**src/fit_defs.svh**
```systemverilog
`ifndef FIT_DEFS_SVH
`define FIT_DEFS_SVH

// pixel coordinate widths
// x spans a 2048 wide frame
`define FIT_X_W 11
// y spans 1024 rows
`define FIT_Y_W 10

// point counter, at most 1023 points in one set
`define FIT_N_W 10

// fixed point slope, 8 bits below the binary point
`define FIT_SLOPE_FRAC 8

// divider datapath width
// also the number of shift-subtract iterations
`define FIT_DIV_W 56

`endif
```
**src/sample_pkg.sv**
```systemverilog
`default_nettype none

`include "fit_defs.svh"

package sample_pkg;

  // one incoming point, unsigned pixel coordinates
  typedef logic [`FIT_X_W-1:0] x_t;
  typedef logic [`FIT_Y_W-1:0] y_t;

  // points collected so far
  typedef logic [`FIT_N_W-1:0] count_t;

  // moment sums, each wide enough for a full set at max coordinates
  // sum of x, 21 bits
  typedef logic [`FIT_X_W+`FIT_N_W-1:0] sum_x_t;
  // sum of y, 20 bits
  typedef logic [`FIT_Y_W+`FIT_N_W-1:0] sum_y_t;
  // sum of x*y, 31 bits
  typedef logic [`FIT_X_W+`FIT_Y_W+`FIT_N_W-1:0] sum_xy_t;
  // sum of x*x, 32 bits
  typedef logic [2*`FIT_X_W+`FIT_N_W-1:0] sum_xx_t;

endpackage

`default_nettype wire

```
**src/moment_accum.sv**
```systemverilog
`timescale 1ns/1ps
`default_nettype none

module moment_accum
  import sample_pkg::*;
(
  input  wire logic    clk_in,
  input  wire logic    rst_in,
  input  wire logic    point_valid,
  input  wire x_t      point_x,
  input  wire y_t      point_y,
  // solver busy, points are dropped
  input  wire logic    hold,
  // zero all moments on the next edge
  input  wire logic    sums_clear,
  output count_t       count,
  output sum_x_t       sum_x,
  output sum_y_t       sum_y,
  output sum_xy_t      sum_xy,
  output sum_xx_t      sum_xx
);

  logic accept;

  // point taken only while the solver is idle
  assign accept = point_valid && !hold;

  always_ff @(posedge clk_in) begin
    if (rst_in) begin
      count  <= '0;
      sum_x  <= '0;
      sum_y  <= '0;
      sum_xy <= '0;
      sum_xx <= '0;
    end else if (sums_clear) begin
      // fresh set after each reported fit
      count  <= '0;
      sum_x  <= '0;
      sum_y  <= '0;
      sum_xy <= '0;
      sum_xx <= '0;
    end else if (accept) begin
      count  <= count + count_t'(1);
      sum_x  <= sum_x + sum_x_t'(point_x);
      sum_y  <= sum_y + sum_y_t'(point_y);
      // operands widened first so the product keeps all bits
      sum_xy <= sum_xy + sum_xy_t'(point_x) * sum_xy_t'(point_y);
      sum_xx <= sum_xx + sum_xx_t'(point_x) * sum_xx_t'(point_x);
    end
  end

  // hold covers the report cycle, so a clear never meets a new point
  a_no_accept_on_clear: assert property (
    @(posedge clk_in) disable iff (rst_in)
    !(accept && sums_clear)
  );

endmodule

`default_nettype wire

```
**config.mk**
```make
export PLATFORM = sky130hd
export DESIGN_NAME = moment_accum
export DESIGN_NICKNAME = d
export VERILOG_FILES = /design/src/sample_pkg.sv /design/src/moment_accum.sv
export VERILOG_INCLUDE_DIRS = /design/src /design/src/src
export SDC_FILE = /design/constraint.sdc
export NUM_CORES = 1
export LEC_CHECK = 0
export BUFFER_PORTS_ARGS = -buffer_cell sky130_fd_sc_hd__buf_2
export CORE_MARGIN = 5
export CORE_UTILIZATION = 63
export CTS_BUF_LIST = sky130_fd_sc_hd__clkbuf_8
export CTS_CLUSTER_SIZE = 25
export DETAILED_ROUTE_END_ITERATION = 8
export PLACE_DENSITY = 0.95
export RECOVER_POWER = 25
export SYNTH_ARGS = -nofsm -noshare
export SYNTH_HDL_FRONTEND = slang
export SYNTH_SLANG_ARGS = --single-unit
export TNS_END_PERCENT = 100
```
**constraint.sdc**
```tcl
create_clock -name clk_in -period 8.6 [get_ports clk_in]
set_input_delay 1.72 -clock clk_in [delete_from_list [all_inputs] [get_ports clk_in]]
set_output_delay 1.72 -clock clk_in [all_outputs]
set_load 0.005 [all_outputs]
```
==> results.md <==
* Slowest cell on the critical path: fa_1
* Synth Area in Adders at about two fifths
* Hold_buf cts at 0
* Drt drc at 0
* Syn_nets at around 2,000
* Final setup vio count at 0
* Vias after detailed routing at roughly 12,000
* First-pass GRT wire length at between 50 and 60 mm
* Largest family of logic cells by synthesized area: adder cells
* Cells after Synth at 1,647
* Hpwl dp at approximately 26 mm
* DR WL/cell at about 17 um
* Asr flop ratio synth at 0%
* Buffers & Inverters on Critical Path at 8
* Core area at 21,690 um^2
* Cell Area, Synth at approximately 14,000 um^2
* CTS tree: yes
* Die width at ~160 um
* Slew margin rel. at -169.2%
* Crit-path most repeated cell: inv_1
* Synth Register Bits at approximately 110
* Hold Vio Cnt, Final at 0
* H-tree levels at 4
* Worst-Margin Slew at 4.037 ns
* Maximum clock insertion buffer count at 2
* I/O Buffers at between 100 and 150
* Setup crit end kind: register
* Site row count at 54
* Critical Path AT at approximately 8 ns
* # IOs at 140
* TritonCTS Buffers at 17
* Yosys top cell area share at approximately a quarter
* Utilization after layout at 69.24%
* Number of synthesized flops with an enable pin at 0
* Maxcap violations at 1
* Synth unique cells at 59
* Iteration-0 DRC Markers at between 800 and 900
* Setup Skew at about 0.012 ns
* Die area at 25,010 um^2
* Worst hold path type: register to register
* Cell Chain, Critical Path: buf_2 -> inv_1 -> nor2_1 -> inv_1 -> fa_1 -> inv_1 -> fa_1 -> inv_1 -> fa_1 -> inv_1 -> fa_1 -> inv_1 -> fa_1 -> inv_1 -> ha_1 -> nand4_1 -> nor3_1 -> nor4_1 -> o31ai_1 -> nand4_1 -> a31oi_1 -> nand4_1 -> xor2_1 -> nor2_1
* Max Fclk at 130.0 MHz
* Mux cell area share after synthesis at less than 1%
* Sequential area share after synthesis at between 15 and 20%
* Most frequent cells in the layout: inv_1 (323), nand2_1 (207), fa_1 (178)
* Mean Syn Cell Area at between 8 and 9 um^2
* Setup bufs post-CTS at 0
* Grt total ovfl at 0
* Setup_tns at 0 ns
* Pins Over Slew Limit at between 80 and 90
* Pin count of the biggest net entering global routing at 84
* Crit Path Class: input pin to register
* Synth Area in Simple Gates at approximately 18%
* Peak VDD IR at approximately 240 uV
* RSZ-0062 raised after global routing: no
* CP top delay family: adder cells
* Lkg Pwr at 7.715 nW
* PostCTS Resize Cnt at 0
* Initial antenna violation count at 4
* CP max FO at 19
* Clock transition at path regs at 0.08 ns
* Gr usage total at between 20% and 30%
* Cell taking the most area after synthesis: fa_1
* Commonest non-fill, non-tap cell in the layout: inv_1
* Initial core utilization at between 60% and 70%
* Vias/cell at approximately 5.8
* Min cycle time layout at about 7.7 ns
* Run status: finished, violations left
* Failing checks: capacitance limit, slew limit
* Vias in the first global route at between 10,000 and 15,000
* Slowest stage delay, CP at 0.54 ns
* Final period util at 89.47%
* Layout overhead on the synthesized area at 8.615%
* Routed Antenna Nets at 0
* XOR/XNOR Fraction of Synth Area at 4.751%
* Sink Count at 114
* Compound-gate portion of the synthesized area at roughly an eighth
* Synth area leaders: fa_1 (26%), dfxtp_1 (17%), ha_1 (13%)
* Crit path launch type: input pin
* Router iterations before antenna repair at 5
* Final #Nets at 2,095
* PD cells at between 200 and 300 nW/um^2
* Most common flop cell mapped by yosys: dfxtp_1
* Synth warn at 0
* Worst endpoint required time at 8.92 ns
* Fraction of layout cells with a size suffix above 1 at around a tenth
* Post-Route WL at about 35 mm
* Worst skew pair latency at roughly 0.46 ns
* Clock Tree Root: clkbuf_8
* GPL Wtd Cong at 0.9247
* Die Y at approximately 160 um
==> cell usage after synthesis (all sizes together), types with 2 or more instances <==
cell,number
xor2,42
a21o,28
o21bai,6
o2111ai,2
or3,18
o21a,3
a211oi,13
nor2,87
nand3,28
nand4,8
and4,3
o21ai,40
xnor2,33
a41o,2
nor2b,10
nor3,10
a211o,4
ha,143
and3,18
a41oi,2
nand3b,5
and2,82
o31ai,4
nor4,10
dfxtp,114
a31oi,8
a2111oi,4
a22o,5
fa,178
buf,5
o22ai,3
nand2b,7
a21oi,106
nand2,207
a21boi,4
nand4b,3
inv,323
o211ai,4
nor3b,3
mux2i,5
clkbuf,56
or2,6
==> registers in the layout, summed over array words and instances, names as in the netlist <==
name,cells
sum_y,20
sum_xy,31
sum_x,21
count,10
sum_xx,32
==> where the power goes <==
group	switching, mW	internal, mW
Combinational	1.80	1.27
Clock	0.256	0.251
Sequential	0.0431	0.569
==> worst register-to-register path, delay by kind of cell (launching register included) <==
| kind | cells | cell delay, ns |
|---|---|---|
| compound gates | 3 | 1.03 |
| fa+ha+maj | 5 | 2.37 |
| xor+xnor | 1 | 0.28 |
| flops | 1 | 0.43 |
| simple gates | 5 | 0.83 |
| buf+inv | 4 | 0.25 |
==> cell type report <==
class	instances	area [um^2]
Sequential cell	114	2282
Clock inverter	11	105.1
Fill cell	1542	6671
Multi-Input combinational cell	1149	10110
Tap cell	280	350.3
Inverter	323	1212
Antenna cell	2	5.005
Timing Repair Buffer	143	679.4
Clock buffer	20	275.3
==> cell families (layout without fill, tap and decap cells) <==
logic type	Yosys count	in the layout
multiplexers	5	5
XOR/XNOR	75	75
adder cells (fa/ha/maj)	321	321
AND/OR/NAND/NOR	506	506
flip-flops	114	114
buffers and inverters	384	497
AO/OA/AOI/OAI	242	242
other	0	2
==> layer usage <==
metal  part of all wire (%)  global-route usage (%)  wire, um
met5                  0.060                       0        21
met4                    4.2                   12.96      1468
met3                    9.7                   8.611      3410
met2                     50                   49.63     17550
met1                     36                   33.09     12710
==> through the flow <==
step	cell area, um^2	setup slack (ns)	power (mW)	hold slack [ns]	cells
after global placement	14690	1.001	3.439	0.4534	2009
after detailed placement	14690	0.6128	3.628	0.4601	2009
final	15020	0.9060	4.188	0.4734	2042
after global routing	15020	0.6206	4.608	0.4964	2042
after floorplan	13830	1.418	3.001	0.4610	1647
after CTS	15070	1.104	4.176	0.4722	2040
==> final timing paths <==
check | depth (start not counted) | to | start | slack, ns
hold reg to reg | 2 | sum_xx[10] | sum_xx[10] | 0.47
hold / removal | 2 | sum_xx[10] | sum_xx[10] | 0.47
setup / recovery | 24 | sum_xx[26] | point_x[4] | 0.91
setup reg to reg | 18 | sum_xx[26] | sum_xx[6] | 3.27
No activity file was read; power rests on OpenSTA's default activity.
